`config.mk`:
```
export PLATFORM = sky130hd
export DESIGN_NAME = exec_core
export DESIGN_NICKNAME = d
export VERILOG_FILES = /design/src/rtl/exec_pkg.sv /design/src/rtl/flow_pkg.sv /design/src/rtl/alu_unit.sv /design/src/rtl/div_unit.sv /design/src/rtl/exec_core.sv /design/src/rtl/issue_queue.sv /design/src/rtl/result_merge.sv
export SDC_FILE = /design/constraint.sdc
export NUM_CORES = 1
export LEC_CHECK = 0
export ABC_AREA = 1
export BUFFER_PORTS_ARGS = -buffer_cell sky130_fd_sc_hd__buf_2
export CAP_MARGIN = 20
export CORE_AREA = 2 2 352 354
export CTS_CLUSTER_SIZE = 12
export DETAILED_ROUTE_END_ITERATION = 8
export DIE_AREA = 0 0 354 356
export HOLD_SLACK_MARGIN = 0.02
export PLACE_DENSITY_LB_ADDON = 0.05
export SLEW_MARGIN = 20
export SYNTH_ARGS = -nofsm -noshare
export SYNTH_HDL_FRONTEND = slang
export SYNTH_HIERARCHICAL = 1
export SYNTH_SLANG_ARGS = --single-unit
```
`constraint.sdc`:
```
create_clock -name clk_i -period 3.9 [get_ports clk_i]
set_clock_uncertainty 0.2 [all_clocks]
set_input_delay 0.78 -clock clk_i [delete_from_list [all_inputs] [get_ports clk_i]]
set_output_delay 0.78 -clock clk_i [all_outputs]
set_load 0.02 [all_outputs]
```
`src/rtl/exec_pkg.sv`:
```
// ------------------------------
// operands arrive already read; rd is a tag only
// ------------------------------
package exec_pkg;

    localparam int XLEN       = 32;
    localparam int REG_ADDR_W = 5;
    // shift amount bits taken from src2
    localparam int SHAMT_W    = 5;

    typedef enum logic [3:0] {
        OP_ADD,
        OP_SUB,
        OP_AND,
        OP_OR,
        OP_XOR,
        OP_SLL,
        OP_SRL,
        OP_SRA,
        OP_SLT,
        OP_SLTU,
        OP_DIV,
        OP_DIVU,
        OP_REM,
        OP_REMU
    } exec_op_e;

    typedef struct packed {
        exec_op_e               op;
        logic [XLEN-1:0]        src1;
        logic [XLEN-1:0]        src2;
        logic [REG_ADDR_W-1:0]  rd;
    } exec_req_t;

    typedef struct packed {
        logic [XLEN-1:0]        result;
        logic [REG_ADDR_W-1:0]  rd;
    } exec_rsp_t;

    // ops served by the iterative divider
    function automatic logic is_div_op(exec_op_e op);
        return (op == OP_DIV) || (op == OP_DIVU) || (op == OP_REM) || (op == OP_REMU);
    endfunction

endpackage

```
`src/rtl/flow_pkg.sv`:
```
// ------------------------------
// ISSUE_DEPTH must be a power of two
// ------------------------------
package flow_pkg;

    // queue entries, also the issuer's starting credits
    localparam int ISSUE_DEPTH = 4;
    localparam int QPTR_W      = $clog2(ISSUE_DEPTH);

    // responses in flight before a credit comes back
    localparam int RSP_CREDITS = 2;

    // holds 0..ISSUE_DEPTH and 0..RSP_CREDITS
    localparam int CREDIT_W    = 3;

    // one quotient bit per iteration
    localparam int DIV_STEPS   = 32;
    localparam int DIV_CNT_W   = $clog2(DIV_STEPS);

endpackage

```
`src/rtl/alu_unit.sv`:
```
// ------------------------------
// one result register; held until taken
// ------------------------------
`timescale 1ns/1ps

module alu_unit
    import exec_pkg::*;
(
    input  logic       clk_i,
    input  logic       rst_n_i,
    input  logic       alu_valid_i,
    input  exec_req_t  alu_req_i,
    input  logic       alu_take_i,
    output logic       alu_ready_o,
    output logic       alu_rsp_valid_o,
    output exec_rsp_t  alu_rsp_o
);

    logic [XLEN-1:0]     res;
    logic [SHAMT_W-1:0]  shamt;
    logic                move;

    assign shamt = alu_req_i.src2[SHAMT_W-1:0];

    always_comb begin
        case (alu_req_i.op)
            OP_ADD:  res = alu_req_i.src1 + alu_req_i.src2;
            OP_SUB:  res = alu_req_i.src1 - alu_req_i.src2;
            OP_AND:  res = alu_req_i.src1 & alu_req_i.src2;
            OP_OR:   res = alu_req_i.src1 | alu_req_i.src2;
            OP_XOR:  res = alu_req_i.src1 ^ alu_req_i.src2;
            OP_SLL:  res = alu_req_i.src1 << shamt;
            OP_SRL:  res = alu_req_i.src1 >> shamt;
            OP_SRA:  res = $unsigned($signed(alu_req_i.src1) >>> shamt);
            OP_SLT:  res = XLEN'($signed(alu_req_i.src1) < $signed(alu_req_i.src2));
            OP_SLTU: res = XLEN'(alu_req_i.src1 < alu_req_i.src2);
            // divide ops never reach this unit
            default: res = '0;
        endcase
    end

    // free slot, or the held result leaves this cycle
    assign alu_ready_o = !alu_rsp_valid_o || alu_take_i;
    assign move        = alu_valid_i && alu_ready_o;

    always_ff @(posedge clk_i) begin
        if (!rst_n_i) begin
            alu_rsp_valid_o <= 1'b0;
        end else if (move) begin
            alu_rsp_valid_o <= 1'b1;
        end else if (alu_take_i) begin
            alu_rsp_valid_o <= 1'b0;
        end
    end

    always_ff @(posedge clk_i) begin
        if (move) begin
            alu_rsp_o.result <= res;
            alu_rsp_o.rd     <= alu_req_i.rd;
        end
    end

endmodule

```
`src/rtl/div_unit.sv`:
```
// ------------------------------
// div_start_i is ignored unless idle; result after DIV_STEPS+1 cycles
// ------------------------------
`timescale 1ns/1ps

module div_unit
    import exec_pkg::*;
    import flow_pkg::*;
(
    input  logic       clk_i,
    input  logic       rst_n_i,
    input  logic       div_start_i,
    input  exec_req_t  div_req_i,
    input  logic       div_take_i,
    output logic       div_busy_o,
    output logic       div_rsp_valid_o,
    output exec_rsp_t  div_rsp_o
);

    typedef enum logic [1:0] {
        DIV_IDLE,
        DIV_RUN,
        DIV_DONE
    } div_state_e;

    div_state_e              state;
    logic [DIV_CNT_W-1:0]    cnt;
    logic [XLEN-1:0]         quot;
    logic [XLEN-1:0]         rem;
    logic [XLEN-1:0]         dvsr;
    logic                    quot_neg;
    logic                    rem_neg;
    logic                    want_rem;
    logic [REG_ADDR_W-1:0]   rd_tag;

    logic                    is_signed;
    logic [XLEN-1:0]         src1_mag;
    logic [XLEN-1:0]         src2_mag;
    logic [XLEN:0]           diff;
    logic [XLEN-1:0]         quot_nxt;
    logic [XLEN-1:0]         rem_nxt;
    logic [XLEN-1:0]         quot_fix;
    logic [XLEN-1:0]         rem_fix;
    logic                    last_step;

    assign is_signed = (div_req_i.op == OP_DIV) || (div_req_i.op == OP_REM);
    assign src1_mag  = (is_signed && div_req_i.src1[XLEN-1]) ? -div_req_i.src1 : div_req_i.src1;
    assign src2_mag  = (is_signed && div_req_i.src2[XLEN-1]) ? -div_req_i.src2 : div_req_i.src2;

    // ------------------------------
    // restoring step
    // ------------------------------
    assign diff     = {rem, quot[XLEN-1]} - {1'b0, dvsr};
    assign quot_nxt = {quot[XLEN-2:0], ~diff[XLEN]};
    assign rem_nxt  = diff[XLEN] ? {rem[XLEN-2:0], quot[XLEN-1]} : diff[XLEN-1:0];
    assign quot_fix = quot_neg ? -quot_nxt : quot_nxt;
    assign rem_fix  = rem_neg ? -rem_nxt : rem_nxt;

    assign last_step = (cnt == DIV_CNT_W'(DIV_STEPS - 1));

    assign div_busy_o      = (state != DIV_IDLE);
    assign div_rsp_valid_o = (state == DIV_DONE);

    always_ff @(posedge clk_i) begin
        if (!rst_n_i) begin
            state <= DIV_IDLE;
            cnt   <= '0;
        end else begin
            case (state)
                DIV_IDLE: begin
                    if (div_start_i) begin
                        state <= DIV_RUN;
                        cnt   <= '0;
                    end
                end
                DIV_RUN: begin
                    cnt <= cnt + 1'b1;
                    if (last_step) begin
                        state <= DIV_DONE;
                    end
                end
                DIV_DONE: begin
                    if (div_take_i) begin
                        state <= DIV_IDLE;
                    end
                end
                default: state <= DIV_IDLE;
            endcase
        end
    end

    always_ff @(posedge clk_i) begin
        if (state == DIV_IDLE && div_start_i) begin
            quot     <= src1_mag;
            rem      <= '0;
            dvsr     <= src2_mag;
            // divide by zero: unsigned all ones quotient, remainder is the dividend
            quot_neg <= is_signed && (div_req_i.src1[XLEN-1] ^ div_req_i.src2[XLEN-1])
                        && (div_req_i.src2 != '0);
            rem_neg  <= is_signed && div_req_i.src1[XLEN-1];
            want_rem <= (div_req_i.op == OP_REM) || (div_req_i.op == OP_REMU);
            rd_tag   <= div_req_i.rd;
        end else if (state == DIV_RUN) begin
            quot <= quot_nxt;
            rem  <= rem_nxt;
            // min / -1 wraps back to min with zero remainder on its own
            if (last_step) begin
                div_rsp_o.result <= want_rem ? rem_fix : quot_fix;
                div_rsp_o.rd     <= rd_tag;
            end
        end
    end

endmodule

```
`src/rtl/exec_core.sv`:
```
// ------------------------------
// issue credits start at ISSUE_DEPTH, response credits at RSP_CREDITS
// ------------------------------
`timescale 1ns/1ps

module exec_core
    import exec_pkg::*;
(
    input  logic       clk_i,
    input  logic       rst_n_i,
    input  logic       req_valid_i,
    input  exec_req_t  req_i,
    output logic       issue_credit_o,
    input  logic       rsp_credit_i,
    output logic       rsp_valid_o,
    output exec_rsp_t  rsp_o
);

    // queue to units
    logic       alu_valid;
    exec_req_t  alu_req;
    logic       alu_ready;
    logic       div_start;
    exec_req_t  div_req;
    logic       div_busy;

    // units to merge
    logic       alu_rsp_valid;
    exec_rsp_t  alu_rsp;
    logic       div_rsp_valid;
    exec_rsp_t  div_rsp;
    logic       alu_take;
    logic       div_take;

    issue_queue u_issue_queue_0 (
        .clk_i           ( clk_i          ),
        .rst_n_i         ( rst_n_i        ),
        .req_valid_i     ( req_valid_i    ),
        .req_i           ( req_i          ),
        .issue_credit_o  ( issue_credit_o ),
        .alu_ready_i     ( alu_ready      ),
        .div_busy_i      ( div_busy       ),
        .alu_rsp_valid_i ( alu_rsp_valid  ),
        .alu_valid_o     ( alu_valid      ),
        .alu_req_o       ( alu_req        ),
        .div_start_o     ( div_start      ),
        .div_req_o       ( div_req        )
    );

    alu_unit u_alu_unit_0 (
        .clk_i           ( clk_i          ),
        .rst_n_i         ( rst_n_i        ),
        .alu_valid_i     ( alu_valid      ),
        .alu_req_i       ( alu_req        ),
        .alu_take_i      ( alu_take       ),
        .alu_ready_o     ( alu_ready      ),
        .alu_rsp_valid_o ( alu_rsp_valid  ),
        .alu_rsp_o       ( alu_rsp        )
    );

    div_unit u_div_unit_0 (
        .clk_i           ( clk_i          ),
        .rst_n_i         ( rst_n_i        ),
        .div_start_i     ( div_start      ),
        .div_req_i       ( div_req        ),
        .div_take_i      ( div_take       ),
        .div_busy_o      ( div_busy       ),
        .div_rsp_valid_o ( div_rsp_valid  ),
        .div_rsp_o       ( div_rsp        )
    );

    result_merge u_result_merge_0 (
        .clk_i           ( clk_i          ),
        .rst_n_i         ( rst_n_i        ),
        .alu_rsp_valid_i ( alu_rsp_valid  ),
        .alu_rsp_i       ( alu_rsp        ),
        .div_rsp_valid_i ( div_rsp_valid  ),
        .div_rsp_i       ( div_rsp        ),
        .rsp_credit_i    ( rsp_credit_i   ),
        .alu_take_o      ( alu_take       ),
        .div_take_o      ( div_take       ),
        .rsp_valid_o     ( rsp_valid_o    ),
        .rsp_o           ( rsp_o          )
    );

endmodule

```
`src/rtl/issue_queue.sv`:
```
// ------------------------------
// issuer must hold a credit for each push; no overflow check here
// ------------------------------
`timescale 1ns/1ps

module issue_queue
    import exec_pkg::*;
    import flow_pkg::*;
(
    input  logic       clk_i,
    input  logic       rst_n_i,
    input  logic       req_valid_i,
    input  exec_req_t  req_i,
    output logic       issue_credit_o,
    input  logic       alu_ready_i,
    input  logic       div_busy_i,
    input  logic       alu_rsp_valid_i,
    output logic       alu_valid_o,
    output exec_req_t  alu_req_o,
    output logic       div_start_o,
    output exec_req_t  div_req_o
);

    exec_req_t             entries [ISSUE_DEPTH];
    logic [QPTR_W-1:0]     wr_ptr;
    logic [QPTR_W-1:0]     rd_ptr;
    logic [CREDIT_W-1:0]   count;
    logic                  empty;
    logic                  head_is_div;
    logic                  pop;
    exec_req_t             head;

    assign empty       = (count == '0);
    assign head        = entries[rd_ptr];
    assign head_is_div = is_div_op(head.op);

    // ------------------------------
    // dispatch
    // ------------------------------
    // nothing leaves while the divider is busy, so results stay in order
    assign alu_valid_o = !empty && !head_is_div && !div_busy_i;
    // a divide waits until the ALU result has drained
    assign div_start_o = !empty && head_is_div && !div_busy_i && !alu_rsp_valid_i;

    assign alu_req_o = head;
    assign div_req_o = head;

    assign pop            = (alu_valid_o && alu_ready_i) || div_start_o;
    assign issue_credit_o = pop;

    // ------------------------------
    // storage and pointers
    // ------------------------------
    always_ff @(posedge clk_i) begin
        if (req_valid_i) begin
            entries[wr_ptr] <= req_i;
        end
    end

    always_ff @(posedge clk_i) begin
        if (!rst_n_i) begin
            wr_ptr <= '0;
            rd_ptr <= '0;
            count  <= '0;
        end else begin
            if (req_valid_i) begin
                wr_ptr <= wr_ptr + 1'b1;
            end
            if (pop) begin
                rd_ptr <= rd_ptr + 1'b1;
            end
            case ({req_valid_i, pop})
                2'b10:   count <= count + 1'b1;
                2'b01:   count <= count - 1'b1;
                default: count <= count;
            endcase
        end
    end

endmodule

```
`src/rtl/result_merge.sv`:
```
// ------------------------------
// expects at most one unit to hold a result at a time
// ------------------------------
`timescale 1ns/1ps

module result_merge
    import exec_pkg::*;
    import flow_pkg::*;
(
    input  logic       clk_i,
    input  logic       rst_n_i,
    input  logic       alu_rsp_valid_i,
    input  exec_rsp_t  alu_rsp_i,
    input  logic       div_rsp_valid_i,
    input  exec_rsp_t  div_rsp_i,
    input  logic       rsp_credit_i,
    output logic       alu_take_o,
    output logic       div_take_o,
    output logic       rsp_valid_o,
    output exec_rsp_t  rsp_o
);

    logic [CREDIT_W-1:0]  credit_cnt;
    logic                 have_credit;
    logic                 send;

    assign have_credit = (credit_cnt != '0);

    // divider first; it would be the older result
    assign div_take_o = div_rsp_valid_i && have_credit;
    assign alu_take_o = alu_rsp_valid_i && have_credit && !div_rsp_valid_i;
    assign send       = alu_take_o || div_take_o;

    // ------------------------------
    // response credits
    // ------------------------------
    // spent at the take, one cycle before rsp_valid_o
    always_ff @(posedge clk_i) begin
        if (!rst_n_i) begin
            credit_cnt <= CREDIT_W'(RSP_CREDITS);
        end else begin
            case ({send, rsp_credit_i})
                2'b10:   credit_cnt <= credit_cnt - 1'b1;
                2'b01:   credit_cnt <= credit_cnt + 1'b1;
                default: credit_cnt <= credit_cnt;
            endcase
        end
    end

    // ------------------------------
    // output register
    // ------------------------------
    always_ff @(posedge clk_i) begin
        if (!rst_n_i) begin
            rsp_valid_o <= 1'b0;
        end else begin
            rsp_valid_o <= send;
        end
    end

    always_ff @(posedge clk_i) begin
        if (div_take_o) begin
            rsp_o <= div_rsp_i;
        end else if (alu_take_o) begin
            rsp_o <= alu_rsp_i;
        end
    end

endmodule

```
==> metrics.md <==
| Metric | Value |
|---|---|
| Status | `finished, final reports clean` |
| Placed cell count | `7,048` |
| Die area | `0.126 sq mm` |
| Syn-to-layout area delta | `27.1%` |
| IO buf count | `115` |
| Largest net degree at the start of global routing | `69` |
| Largest area contributor in the netlist | `edfxtp_1` |
| Vias in the first global route | `34,300` |
| Cell row count | `129` |
| Placed instance area | `0.0435 sq mm` |
| Max FO, Critical Path | `4` |
| Total grt overflow | `0` |
| Setup CP Type | `reg -> reg` |
| Die X | `354 um` |
| Net Count, Synth | `5,093` |
| Element type at the critical path start | `flip-flop` |
| Crit-path most repeated cell | `nand2_4` |
| Mapped Area | `0.0365 sq mm` |
| Clock transition at path regs | `0.06 ns` |
| Critical Path Sink Type | `flip-flop` |
| Share of cells above drive strength 1 | `21.3%` |
| Mapped Cells | `4,869` |
| Num Clock Sinks | `528` |
| Asr flop ratio synth | `0%` |
| Post-synth cell types | `65` |
| First-pass DRT Iterations | `6` |
| NumNets Final | `5,721` |
| Drt via density | `4.97` |
| Final setup fails | `0` |
| Sequential area share after synthesis | `42.0%` |
| Final wirelength | `170 mm` |
| Unrepaired setup endpoints after global routing | `true` |
| CTS buffer count | `66` |
| Post-synth EDFFs | `475` |
| Syn Area/Cell | `7.49 sq um` |
| CP peak stage delay | `0.41 ns` |
| Core area | `0.123 sq mm` |
| Finished layout cell area | `0.0464 sq mm` |
| Final ANT Viol Nets | `0` |
| Top post-synthesis cells by area | `edfxtp_1 39%, nand2_1 14%, nand3_1 7.6%` |
| Least-Margin Pin Slew | `1.06 ns` |
| Filler Cell Count | `13,100` |
| TritonCTS clock tree | `yes` |
| Slowest CP cell | `edfxtp_1` |
| I/O Pins | `116` |
| Max-slew headroom | `29.0%` |
| DR WL/cell | `23.7 um` |
| Die Y | `356 um` |
| Tot GR Track Use | `26.5%` |
| Iter 0 DRT Violations | `3,047` |
| Synth warnings | `6` |
| Via count | `35,700` |
| Initial antenna violation count | `10` |
| Worst-skew pair later-pin latency | `0.64 ns` |
| Dpl hpwl | `136 mm` |
| Hold Path Class | `in -> reg` |
| Synth top area share | `39.1%` |
| Non-Filler Instances | `7,188` |
| Htree depth | `3` |
| Hold Violations, Final | `0` |
| Initial Util | `29.7%` |
| Clk buf depth | `3` |
| First-pass GRT wire length | `243 mm` |
| #FFs+latches synth | `528` |
| Main flop type after synthesis | `edfxtp_1` |
| CP arrival | `4.03 ns` |
| GP Congestion | `1.01` |
| Max Cap Violations | `0` |
| Clk root buf | `clkbuf_16` |
| Tmin final | `3.85 ns` |
| Tcrit/Tclk final | `98.6%` |
| F_max | `260 MHz` |
| DRC Markers | `0` |
| Area of the multi-input gates | `0.0181 sq mm` |
| Max Slew Vio Count | `0` |
| Data required, critical path | `4.08 ns` |
| Register area | `0.0153 sq mm` |
-- worst paths after layout --
check | startpoint | endpoint | slack, ns | cells after the start
worst max-delay path | u_div_unit_0/dvsr[0]$_DFFE_PP_ | u_div_unit_0/div_rsp_o[31]$_DFFE_PP_ | 0.05 | 30
worst min-delay path | req_i[18] | u_issue_queue_0/entries[0][18]$_DFFE_PP_ | 0.16 | 1
worst max register to register | u_div_unit_0/dvsr[0]$_DFFE_PP_ | u_div_unit_0/div_rsp_o[31]$_DFFE_PP_ | 0.05 | 30
worst min register to register | u_div_unit_0/rd_tag[4]$_DFFE_PP_ | u_div_unit_0/div_rsp_o[4]$_DFFE_PP_ | 0.21 | 0
-- area by class of cell --
type	count	area share, %
Clock buffer	84	3.82
Multi-Input combinational cell	3489	39.0
Timing Repair Buffer	822	14.2
Antenna cell	4	0.0216
Clock inverter	34	0.707
Inverter	590	4.81
Tap cell	1637	4.42
Sequential cell	528	33.1
-- registers in the layout (all words and copies together), names as in the netlist, 3 cells and up, named ones only --
name,count
u_alu_unit_0/alu_rsp_o,37
u_div_unit_0/rd_tag,5
u_div_unit_0/cnt,5
u_div_unit_0/quot,32
u_result_merge_0/rsp_o,37
u_div_unit_0/div_rsp_o,37
u_issue_queue_0/entries,292
u_div_unit_0/dvsr,32
u_div_unit_0/rem,32
u_result_merge_0/credit_cnt,3
u_issue_queue_0/count,3
-- worst max-delay path, delay by kind of cell, from the launching register on --
kind | cells | cell delay [ns]
adder cells (fa/ha/maj) | 3 | 0.67
XOR/XNOR | 1 | 0.08
buffers and inverters | 5 | 0.38
AND/OR/NAND/NOR | 20 | 1.76
flip-flops | 1 | 0.41
AO/OA/AOI/OAI | 1 | 0.07
-- cell usage in the layout (no fill, tap or decap), drive strengths merged, types with 8 or more instances in the layout --
cell type  Yosys  layout
o21ai        339     339
dfxtp         53      53
nand2       1373    1373
buf          183     818
o22ai        124     124
xor2          50      50
edfxtp       475     475
nand3b        10      10
and2           8       8
inv          583     583
or2            8       8
xnor2         24      24
nor2         486     486
a21oi        170     170
nand4         55      55
ha           142     142
o21bai        10      10
nor3          56      56
clkbuf        79      88
nor4          12      12
clkinv         7      37
o211ai        17      17
nand3        560     560
-- routing by layer --
metal	routed length [um]	share of wire, %	GRT usage [%]
met5	13	0.0076	0
met4	6040	3.5	8.42
met2	79600	47	44.4
met1	77700	46	35.8
met3	7040	4.1	2.72
-- cells by family after synthesis --
group	share of synthesized area, %
AOI/OAI and AO/OA	10.6
xor gates and xnor gates	1.78
adders and majority gates	5.14
buffers and inverters	10.4
DFF	42.0
muxes	0.0274
and+or+nand+nor	30.1
-- synthesized netlist by cell type (all sizes together), types with 4 or more instances --
| cell | number |
|---|---|
| a21oi | 170 |
| nand3 | 560 |
| nor4 | 12 |
| nand2 | 1373 |
| buf | 183 |
| and2 | 8 |
| o211ai | 17 |
| o21bai | 10 |
| o22ai | 124 |
| clkbuf | 79 |
| o221ai | 4 |
| clkinv | 7 |
| nand3b | 10 |
| xor2 | 50 |
| edfxtp | 475 |
| fa | 5 |
| xnor2 | 24 |
| or2 | 8 |
| nand4 | 55 |
| inv | 583 |
| and3 | 5 |
| ha | 142 |
| a31oi | 5 |
| nor3 | 56 |
| o21ai | 339 |
| nor2 | 486 |
| dfxtp | 53 |
-- stage by stage --
step / hold slack (ns) / setup TNS, ns / setup slack [ns] / util, %
finish: 0.160 / 0 / 0.0541 / 37.8
CTS: 0.111 / -0.0236 / -0.0236 / 37.2
global route: 0.130 / -1.56 / -0.241 / 37.8
floorplan: 0.200 / -0.191 / -0.0695 / -
global placement: 0.200 / -1.62 / -0.228 / 35.4
detailed placement: 0.205 / -1.29 / -0.174 / 35.4
-- repair_timing --
action / CTS / global route
hold buffers: 0 / 0
setup buffers: 0 / 14
pin swaps: 6 / 26
gates cloned: 0 / 4
setup endpoints to repair: 26 / 79
resized for setup: 20 / 143
Power is not shown: default switching activity piles up to over one toggle a cycle in this logic, so the estimate is an artifact.
